`config.mk`:
```
export PLATFORM = sky130hd
export DESIGN_NAME = decim_halfband_top
export DESIGN_NICKNAME = d
export VERILOG_FILES = /design/src/rtl/fir_pkg.sv /design/src/rtl/decim_halfband_top.sv /design/src/rtl/dp_ram.sv /design/src/rtl/dsp_mac_slice.sv /design/src/rtl/fir_coef_rom.sv /design/src/rtl/fir_decim_halfband_2x.sv
export SDC_FILE = /design/constraint.sdc
export NUM_CORES = 2
export LEC_CHECK = 0
export ABC_AREA = 0
export BUFFER_PORTS_ARGS = -buffer_cell sky130_fd_sc_hd__buf_2
export CORE_MARGIN = 4
export CORE_UTILIZATION = 35
export CTS_CLUSTER_DIAMETER = 80
export DETAILED_ROUTE_END_ITERATION = 7
export PLACE_DENSITY = 0.49
export SYNTH_ARGS = -nofsm -noshare
export SYNTH_HDL_FRONTEND = slang
export SYNTH_SLANG_ARGS = --single-unit
```
`constraint.sdc`:
```
create_clock -name reset -period 16.3 [get_ports reset]
set_clock_uncertainty 0.1 [all_clocks]
set_input_delay 0.815 -clock reset [delete_from_list [all_inputs] [get_ports reset]]
set_output_delay 0.815 -clock reset [all_outputs]
set_load 0.02 [all_outputs]
```
`src/rtl/fir_pkg.sv`:
```
`default_nettype none

package fir_pkg;

    // ------------------------------
    // Data path widths
    // ------------------------------
    localparam int sample_w = 18;
    localparam int acc_w    = 48;
    localparam int op_w     = 8;

    // Output slice of the accumulator, p[33:16]
    localparam int res_lsb  = 16;

    // ------------------------------
    // Delay line geometry
    // ------------------------------
    // Odd-phase line, one entry per coefficient
    localparam int ccnt     = 34;
    localparam int ccnt_w   = 6;

    // Even-phase line
    localparam int ycnt     = 18;
    localparam int ycnt_w   = 5;

    // Centre tap, 0.5 in Q1.16
    localparam logic signed [sample_w-1:0] half_coef = 18'sh08000;

    // ------------------------------
    // DSP opmodes
    // ------------------------------
    // Bits [1:0] pick X (01 = product), bits [3:2] pick Z (10 = P, 11 = C)
    localparam logic [op_w-1:0] dsp_nop = 8'h00;
    localparam logic [op_w-1:0] dsp_mac = 8'h09;

    // ------------------------------
    // Bundles
    // ------------------------------
    typedef struct packed {
        logic signed [sample_w-1:0] l;
        logic signed [sample_w-1:0] r;
    } stereo_t;

    // Operand bundle into one slice
    typedef struct packed {
        logic        [op_w-1:0]     opmode;
        logic signed [sample_w-1:0] a;
        logic signed [sample_w-1:0] b;
        logic signed [acc_w-1:0]    c;
    } dsp_in_t;

    // Result bundle out of one slice
    typedef struct packed {
        logic signed [acc_w-1:0] p;
    } dsp_out_t;

endpackage

`default_nettype wire

```
`src/rtl/decim_halfband_top.sv`:
```
`timescale 1ns/1ns
`default_nettype none

module decim_halfband_top (
    input  logic             reset,
    input  logic             clk,

    input  logic             sample_in_rdy,
    input  fir_pkg::stereo_t sample_in,

    output logic             sample_out_rdy,
    output fir_pkg::stereo_t sample_out
);

    logic [fir_pkg::ccnt_w-1:0]          coef_idx;
    logic signed [fir_pkg::sample_w-1:0] coef;
    fir_pkg::dsp_in_t                    dsp_in_l;
    fir_pkg::dsp_in_t                    dsp_in_r;
    fir_pkg::dsp_out_t                   dsp_out_l;
    fir_pkg::dsp_out_t                   dsp_out_r;

    fir_decim_halfband_2x seq0 (
        .reset          (reset),
        .clk            (clk),
        .sample_in_rdy  (sample_in_rdy),
        .sample_in      (sample_in),
        .coef_idx       (coef_idx),
        .coef           (coef),
        .dsp_in_l       (dsp_in_l),
        .dsp_in_r       (dsp_in_r),
        .dsp_out_l      (dsp_out_l),
        .dsp_out_r      (dsp_out_r),
        .sample_out_rdy (sample_out_rdy),
        .sample_out     (sample_out)
    );

    fir_coef_rom coef_rom0 (
        .coef_idx (coef_idx),
        .coef     (coef)
    );

    // One slice per channel
    dsp_mac_slice dsp_l (
        .reset   (reset),
        .clk     (clk),
        .dsp_in  (dsp_in_l),
        .dsp_out (dsp_out_l)
    );

    dsp_mac_slice dsp_r (
        .reset   (reset),
        .clk     (clk),
        .dsp_in  (dsp_in_r),
        .dsp_out (dsp_out_r)
    );

endmodule

`default_nettype wire

```
`src/rtl/dp_ram.sv`:
```
`timescale 1ns/1ns
`default_nettype none

module dp_ram #(
    parameter int depth  = fir_pkg::ccnt,
    parameter int addr_w = fir_pkg::ccnt_w
) (
    input  logic                  reset,

    // Write port
    input  logic                  wr,
    input  logic [addr_w-1:0]     wr_addr,
    input  fir_pkg::stereo_t      wr_data,

    // Read port, data valid one cycle after rd
    input  logic                  rd,
    input  logic [addr_w-1:0]     rd_addr,
    output fir_pkg::stereo_t      rd_data
);

    fir_pkg::stereo_t mem [depth];

    always_ff @(posedge reset) begin
        if (wr) begin
            mem[wr_addr] <= wr_data;
        end
    end

    // Registered read
    always_ff @(posedge reset) begin
        if (rd) begin
            rd_data <= mem[rd_addr];
        end
    end

endmodule

`default_nettype wire

```
`src/rtl/dsp_mac_slice.sv`:
```
`timescale 1ns/1ns
`default_nettype none

module dsp_mac_slice (
    input  logic              reset,
    input  logic              clk,
    input  fir_pkg::dsp_in_t  dsp_in,
    output fir_pkg::dsp_out_t dsp_out
);

    logic [fir_pkg::op_w-1:0]              opmode_q;
    logic signed [fir_pkg::sample_w-1:0]   a_q;
    logic signed [fir_pkg::sample_w-1:0]   b_q;
    logic signed [fir_pkg::acc_w-1:0]      c_q;
    logic signed [2*fir_pkg::sample_w-1:0] prod;
    logic signed [fir_pkg::acc_w-1:0]      x_mux;
    logic signed [fir_pkg::acc_w-1:0]      z_mux;
    logic signed [fir_pkg::acc_w-1:0]      p;

    // Input registers
    always_ff @(posedge reset or posedge clk) begin
        if (clk) begin
            opmode_q <= fir_pkg::dsp_nop;
        end
        else begin
            opmode_q <= dsp_in.opmode;
        end
    end

    always_ff @(posedge reset) begin
        a_q <= dsp_in.a;
        b_q <= dsp_in.b;
        c_q <= dsp_in.c;
    end

    assign prod = a_q * b_q;

    // X and Z adder inputs
    assign x_mux = (opmode_q[1:0] == 2'b01) ? fir_pkg::acc_w'(prod) : '0;

    always_comb begin
        case (opmode_q[3:2])
            2'b10  : z_mux = p;
            2'b11  : z_mux = c_q;
            default: z_mux = '0;
        endcase
    end

    // Accumulator
    always_ff @(posedge reset or posedge clk) begin
        if (clk) begin
            p <= '0;
        end
        else begin
            p <= x_mux + z_mux;
        end
    end

    assign dsp_out.p = p;

endmodule

`default_nettype wire

```
`src/rtl/fir_coef_rom.sv`:
```
`timescale 1ns/1ns
`default_nettype none

module fir_coef_rom (
    input  logic [fir_pkg::ccnt_w-1:0]          coef_idx,
    output logic signed [fir_pkg::sample_w-1:0] coef
);

    // Symmetric halfband taps, entry k equals entry 33-k
    always_comb begin
        case (coef_idx)
            6'd0   : coef = 18'sh00002;
            6'd1   : coef = 18'sh3FFF6;
            6'd2   : coef = 18'sh0001A;
            6'd3   : coef = 18'sh3FFC5;
            6'd4   : coef = 18'sh00071;
            6'd5   : coef = 18'sh3FF36;
            6'd6   : coef = 18'sh0014E;
            6'd7   : coef = 18'sh3FDEF;
            6'd8   : coef = 18'sh00322;
            6'd9   : coef = 18'sh3FB62;
            6'd10  : coef = 18'sh006A5;
            6'd11  : coef = 18'sh3F68B;
            6'd12  : coef = 18'sh00D71;
            6'd13  : coef = 18'sh3EC88;
            6'd14  : coef = 18'sh01DC3;
            6'd15  : coef = 18'sh3CB6A;
            6'd16  : coef = 18'sh0A263;
            // Mirror half
            6'd17  : coef = 18'sh0A263;
            6'd18  : coef = 18'sh3CB6A;
            6'd19  : coef = 18'sh01DC3;
            6'd20  : coef = 18'sh3EC88;
            6'd21  : coef = 18'sh00D71;
            6'd22  : coef = 18'sh3F68B;
            6'd23  : coef = 18'sh006A5;
            6'd24  : coef = 18'sh3FB62;
            6'd25  : coef = 18'sh00322;
            6'd26  : coef = 18'sh3FDEF;
            6'd27  : coef = 18'sh0014E;
            6'd28  : coef = 18'sh3FF36;
            6'd29  : coef = 18'sh00071;
            6'd30  : coef = 18'sh3FFC5;
            6'd31  : coef = 18'sh0001A;
            6'd32  : coef = 18'sh3FFF6;
            6'd33  : coef = 18'sh00002;
            default: coef = 18'sh00000;
        endcase
    end

endmodule

`default_nettype wire

```
`src/rtl/fir_decim_halfband_2x.sv`:
```
`timescale 1ns/1ns
`default_nettype none

module fir_decim_halfband_2x (
    input  logic                                reset,
    input  logic                                clk,

    input  logic                                sample_in_rdy,
    input  fir_pkg::stereo_t                    sample_in,

    output logic [fir_pkg::ccnt_w-1:0]          coef_idx,
    input  logic signed [fir_pkg::sample_w-1:0] coef,

    output fir_pkg::dsp_in_t                    dsp_in_l,
    output fir_pkg::dsp_in_t                    dsp_in_r,
    input  fir_pkg::dsp_out_t                   dsp_out_l,
    input  fir_pkg::dsp_out_t                   dsp_out_r,

    output logic                                sample_out_rdy,
    output fir_pkg::stereo_t                    sample_out
);

    // One bit per micro-task
    typedef struct packed {
        logic wait_in;
        logic push_x;
        logic push_y;
        logic clr_line;
        logic mov_i_0;
        logic inc_i;
        logic mov_j_head;
        logic inc_j;
        logic mac_cx;
        logic mac_hy;
        logic mov_res;
        logic rpt;
        logic jp_1;
    } ucode_t;

    fir_pkg::stereo_t                    sample_in_q;
    logic                                in_vld;
    logic [3:0]                          pc;
    ucode_t                              uc;
    logic                                hold;
    logic [fir_pkg::ccnt_w-1:0]          repeat_cnt;
    logic [fir_pkg::ccnt_w-1:0]          repeat_max;
    logic                                repeat_st;
    logic [fir_pkg::ccnt_w-1:0]          i_reg;
    logic [fir_pkg::ccnt_w-1:0]          j_reg;
    logic [fir_pkg::ccnt_w-1:0]          x_head;
    logic [fir_pkg::ycnt_w-1:0]          y_head;
    logic [fir_pkg::ycnt_w-1:0]          y_tail;
    fir_pkg::stereo_t                    line_wr_data;
    fir_pkg::stereo_t                    x_rd_data;
    fir_pkg::stereo_t                    y_rd_data;
    logic signed [fir_pkg::sample_w-1:0] coef_q;
    logic                                mac_x_q;
    logic                                mac_y_q;

    // ------------------------------
    // Input capture
    // ------------------------------
    always_ff @(posedge reset) begin
        if (sample_in_rdy) begin
            sample_in_q <= sample_in;
        end
    end

    // Strobe only counts while waiting
    always_ff @(posedge reset or posedge clk) begin
        if (clk) begin
            in_vld <= 1'b0;
        end
        else begin
            in_vld <= sample_in_rdy & uc.wait_in;
        end
    end

    // ------------------------------
    // Microcode
    // ------------------------------
    always_comb begin
        uc = '0;
        case (pc)
            4'd0: begin
                // Flush both lines with zeros
                uc.rpt      = 1'b1;
                uc.push_x   = 1'b1;
                uc.push_y   = 1'b1;
                uc.clr_line = 1'b1;
            end
            4'd1: uc.wait_in = 1'b1;
            4'd2: uc.push_y  = 1'b1;
            4'd3: uc.wait_in = 1'b1;
            4'd4: begin
                uc.push_x     = 1'b1;
                uc.mov_i_0    = 1'b1;
                uc.mov_j_head = 1'b1;
            end
            4'd5: begin
                uc.rpt    = 1'b1;
                uc.mac_cx = 1'b1;
                uc.inc_i  = 1'b1;
                uc.inc_j  = 1'b1;
            end
            4'd6: uc.mac_hy = 1'b1;
            4'd7: uc = '0;
            4'd8: uc = '0;
            4'd9: begin
                uc.mov_res = 1'b1;
                uc.jp_1    = 1'b1;
            end
            default: uc.jp_1 = 1'b1;
        endcase
    end

    assign repeat_max = uc.rpt ? fir_pkg::ccnt_w'(fir_pkg::ccnt - 1) : '0;
    assign repeat_st  = (repeat_cnt != repeat_max);
    assign hold       = (uc.wait_in & ~in_vld) | (uc.rpt & repeat_st);

    always_ff @(posedge reset or posedge clk) begin
        if (clk) begin
            pc <= 4'd0;
        end
        else if (uc.jp_1) begin
            pc <= 4'd1;
        end
        else if (!hold) begin
            pc <= pc + 4'd1;
        end
    end

    always_ff @(posedge reset or posedge clk) begin
        if (clk) begin
            repeat_cnt <= '0;
        end
        else if (!repeat_st) begin
            repeat_cnt <= '0;
        end
        else begin
            repeat_cnt <= repeat_cnt + 1'b1;
        end
    end

    // ------------------------------
    // Index registers and pointers
    // ------------------------------
    always_ff @(posedge reset or posedge clk) begin
        if (clk) begin
            i_reg <= '0;
            j_reg <= '0;
        end
        else begin
            if (uc.mov_i_0) begin
                i_reg <= '0;
            end
            else if (uc.inc_i) begin
                i_reg <= i_reg + 1'b1;
            end
            // j walks from the newest sample towards the oldest
            if (uc.mov_j_head) begin
                j_reg <= x_head;
            end
            else if (uc.inc_j) begin
                j_reg <= (j_reg == fir_pkg::ccnt - 1) ? '0 : j_reg + 1'b1;
            end
        end
    end

    always_ff @(posedge reset or posedge clk) begin
        if (clk) begin
            x_head <= '0;
            y_head <= '0;
            y_tail <= fir_pkg::ycnt_w'(fir_pkg::ycnt - 1);
        end
        else begin
            if (uc.push_x) begin
                x_head <= (x_head == '0) ? fir_pkg::ccnt_w'(fir_pkg::ccnt - 1) : x_head - 1'b1;
            end
            if (uc.push_y) begin
                y_head <= (y_head == '0) ? fir_pkg::ycnt_w'(fir_pkg::ycnt - 1) : y_head - 1'b1;
                y_tail <= (y_tail == '0) ? fir_pkg::ycnt_w'(fir_pkg::ycnt - 1) : y_tail - 1'b1;
            end
        end
    end

    assign line_wr_data = uc.clr_line ? '0 : sample_in_q;

    // ------------------------------
    // Delay lines
    // ------------------------------
    dp_ram #(.depth(fir_pkg::ccnt), .addr_w(fir_pkg::ccnt_w)) x_buf_ram (
        .reset   (reset),
        .wr      (uc.push_x),
        .wr_addr (x_head),
        .wr_data (line_wr_data),
        .rd      (uc.mac_cx),
        .rd_addr (j_reg),
        .rd_data (x_rd_data)
    );

    dp_ram #(.depth(fir_pkg::ycnt), .addr_w(fir_pkg::ycnt_w)) y_buf_ram (
        .reset   (reset),
        .wr      (uc.push_y),
        .wr_addr (y_head),
        .wr_data (line_wr_data),
        .rd      (uc.mac_hy),
        .rd_addr (y_tail),
        .rd_data (y_rd_data)
    );

    // ------------------------------
    // DSP operands
    // ------------------------------
    assign coef_idx = i_reg;

    // Coefficient delayed to line up with the RAM read
    always_ff @(posedge reset) begin
        coef_q <= coef;
    end

    always_ff @(posedge reset or posedge clk) begin
        if (clk) begin
            mac_x_q <= 1'b0;
            mac_y_q <= 1'b0;
        end
        else begin
            mac_x_q <= uc.mac_cx;
            mac_y_q <= uc.mac_hy;
        end
    end

    // Idle cycles send nop, which clears the accumulators
    always_comb begin
        dsp_in_l        = '0;
        dsp_in_r        = '0;
        dsp_in_l.opmode = fir_pkg::dsp_nop;
        dsp_in_r.opmode = fir_pkg::dsp_nop;
        if (mac_x_q) begin
            dsp_in_l.opmode = fir_pkg::dsp_mac;
            dsp_in_l.a      = coef_q;
            dsp_in_l.b      = x_rd_data.l;
            dsp_in_r.opmode = fir_pkg::dsp_mac;
            dsp_in_r.a      = coef_q;
            dsp_in_r.b      = x_rd_data.r;
        end
        else if (mac_y_q) begin
            dsp_in_l.opmode = fir_pkg::dsp_mac;
            dsp_in_l.a      = fir_pkg::half_coef;
            dsp_in_l.b      = y_rd_data.l;
            dsp_in_r.opmode = fir_pkg::dsp_mac;
            dsp_in_r.a      = fir_pkg::half_coef;
            dsp_in_r.b      = y_rd_data.r;
        end
    end

    // ------------------------------
    // Result
    // ------------------------------
    always_ff @(posedge reset or posedge clk) begin
        if (clk) begin
            sample_out_rdy <= 1'b0;
            sample_out     <= '0;
        end
        else if (uc.mov_res) begin
            sample_out_rdy <= 1'b1;
            sample_out.l   <= dsp_out_l.p[fir_pkg::res_lsb +: fir_pkg::sample_w];
            sample_out.r   <= dsp_out_r.p[fir_pkg::res_lsb +: fir_pkg::sample_w];
        end
        else begin
            sample_out_rdy <= 1'b0;
            sample_out     <= '0;
        end
    end

endmodule

`default_nettype wire

```
==> impl_metrics.ini <==
[status]
status = finished, final reports clean

[sta]
tightest_slew_ns = 1.26
setup_tns_ns = 0
hold_viol = 0
setup_viol = 0
slew_headroom = 0.162
final.min_clock_period_ns = 8.63
min_period_over_period = 0.530
slew_violations = 0
rsz0062_at_grt = no
fmax_ghz = 0.116
final.setup.worst_slack_ns = 7.67

[global_route]
grt_start_max_net_pins = 134
use_met1 = 0.239
use_met2 = 0.306
grt_overflow_total = 0
antenna_found_initial = 14
grt_use_met3 = 0.0234
grt_util_all_layers = 0.177
grt_busiest_layer = met2
first_global_vias = 61700
grt_pass1_wl_um = 422000

[setup_path]
endpoint_kind = flop
r2r_end = dsp_l.dsp_out[32]$_DFF_PP0_
critPathArrivalTime_ns = 9.21
cp.required_ns = 16.88
startpoint = dsp_l.a_q[8]$_SDFF_PN0_
r2r-start = dsp_l.a_q[8]$_SDFF_PN0_
endpoint = dsp_l.dsp_out[32]$_DFF_PP0_
cp_max_fo = 36
crit_top_cell = fa_1
critPathSlowestCell = dfxtp_2
path_class = flop to flop
cpPeakStageDelay_ns = 0.94
r2r_setup_slack_ns = 7.67
start_kind = flop
r2r_cells = 29

[floorplan]
die_x_um = 566
io-pin-count = 76
core_sq_um = 309000
die-area_sq_um = 320000
die_h_um = 566
start_util = 0.352
rows = 204

[worst_hold_path]
hp-class = flop to flop

[finish]
fin_nets = 7839
top_regs = seq0.x_buf_ram.mem: 1224 flops, seq0.y_buf_ram.mem: 648 flops
fillers = 28400
seqCellArea_sq_um = 64500
syn_to_final_growth_pct = 12.7
final_common_cell = edfxtp_1
max_flop_register = seq0.x_buf_ram.mem
drive_gt1_frac = 0.171
layout_common_cells = edfxtp_1, inv_1, fa_1
multiInputGateArea_sq_um = 41000
largest_reg_flops = 1224

[clock_tree]
cts_resized = 0
htreeDepth = 4
cts_buffers = 236
cts_tree = yes
cts_setup_buffers = 0
cts-hold-fix-buffers = 37
clock_latency_ns = 0.89
cts_max_path_buffers = 4
root_buffer = clkbuf_16
cts.reportedPaths.clkPinSlew_ns = 0.06
cts_sinks = 2195

[placed_design]
gp_congestion = 0.802
port_buffers = 75
dpl.hpwl_um = 168000
detailedPlace.worstSlack_ns = 7.65

[synth]
synth_top_area_share = 0.546
synth_top_family_by_area = adder cells
syn_inst = 6752
synth_top_cell_by_area = edfxtp_1
synth-simple-area-share = 0.0605
ys_async_sr_fraction = 0.0670
synth_fp_nets = 7679
netlist_top_cells_area = edfxtp_1, fa_1, mux4_2, dfrtp_1, ha_1
synth_area_sq_um = 109000
synth.avg_cell_area_sq_um = 16.1
synth_edf_count = 1980
synth_compound_area_frac = 0.0343
synth_adder_area_share = 0.144
synth_xor_area_frac = 0.0119
synth_top_flop_cell = edfxtp_1
ys_ff_latch = 2195
seq_area_frac_synth = 0.592
synth_warnings = 0
ys_types = 80
synthMuxAreaShare = 0.119

[detailed_routing]
postRouteAntennaNets = 0
first_iter_violations = 4576
route.detailed.drc = 0
viasPerCell = 5.11
via_count = 57400
wl_per_cell_um = 25.3
dr.pass1.iters = 6
finalWirelength_um = 284000

[power]
leakage_nw = 45.2
cellPowerDensity_nw_per_um2 = 138
total_power_w = 0.0169
ir_drop_uv = 123

[job]
cap_violations = 0
-- critical path, delay by kind of cell, from the launching register on --
family	cells	cell delay [ns]
adders and majority gates	8	3.77
DFF	1	0.94
and+or+nand+nor	6	1.18
xor gates and xnor gates	2	0.25
buffers and inverters	3	0.14
AOI/OAI and AO/OA	10	2.15
-- stage by stage --
step,cells,area (sq um),hold slack [ns],utilization
3_3_place_gp,10800,115000,0.316,0.371
3_5_place_dp,10800,115000,0.314,0.371
5_1_grt,11200,123000,0.332,0.397
2_1_floorplan,6752,109000,0.303,-
4_1_cts,11200,123000,0.326,0.397
6_report,11200,123000,0.327,0.397
-- worst min-delay path by stage --
stage,startpoint,end,slack (ns),cells past startpoint
after floorplan,seq0.coef_q[15]$_DFF_P_,dsp_r.a_q[15]$_DFF_P_,0.30,1
after global placement,seq0.coef_q[10]$_DFF_P_,dsp_l.a_q[10]$_SDFF_PN0_,0.32,1
after CTS,seq0.coef_q[5]$_DFF_P_,dsp_l.a_q[5]$_SDFF_PN0_,0.33,1
final,seq0.coef_q[5]$_DFF_P_,dsp_l.a_q[5]$_SDFF_PN0_,0.33,1
after detailed placement,seq0.coef_q[15]$_DFF_P_,dsp_r.a_q[15]$_DFF_P_,0.31,1
after global routing,seq0.coef_q[4]$_DFF_P_,dsp_l.a_q[4]$_SDFF_PN0_,0.33,1
-- power breakdown --
| group | internal, W | switching [W] |
|---|---|---|
| registers | 0.00688 | 0.000398 |
| clock network | 0.00306 | 0.00219 |
| logic | 0.00185 | 0.00253 |
| total | 0.0118 | 0.00513 |
-- cell usage after synthesis, types with 36 or more instances --
master	instances
nor2b_1	92
mux2i_1	76
inv_1	747
a211oi_1	59
and2_1	472
o21ai_0	74
clkbuf_1	242
a21oi_1	204
dfrtp_1	145
nor2_1	198
buf_2	46
xor2_1	44
nand2_1	332
a21o_1	57
edfxtp_1	1980
a22o_1	36
xnor2_1	104
dfxtp_1	68
fa_1	616
ha_1	272
mux4_2	542
-- cell families after synthesis --
family | after synthesis
flip-flops | 2195
buffers and inverters | 1064
AO/OA/AOI/OAI | 567
adder cells (fa/ha/maj) | 888
multiplexers | 621
XOR/XNOR | 148
AND/OR/NAND/NOR | 1269
-- routing by layer --
metal  up-vias  part of all wire
met5         -          0.000025
met4         2             0.021
met3       328             0.046
met2      1290              0.50
met1     31000              0.43
li1      24800                 -
-- layout make-up --
class,count,area share
well taps,4120,0.0420
diodes,10,0.000204
repair buffers,235,0.0140
flip-flops and latches,2195,0.526
inverters,751,0.0230
multi-input cells,3493,0.334
clock inverters,136,0.0106
clock buffers,290,0.0508
(Power assumes the default switching activity.)
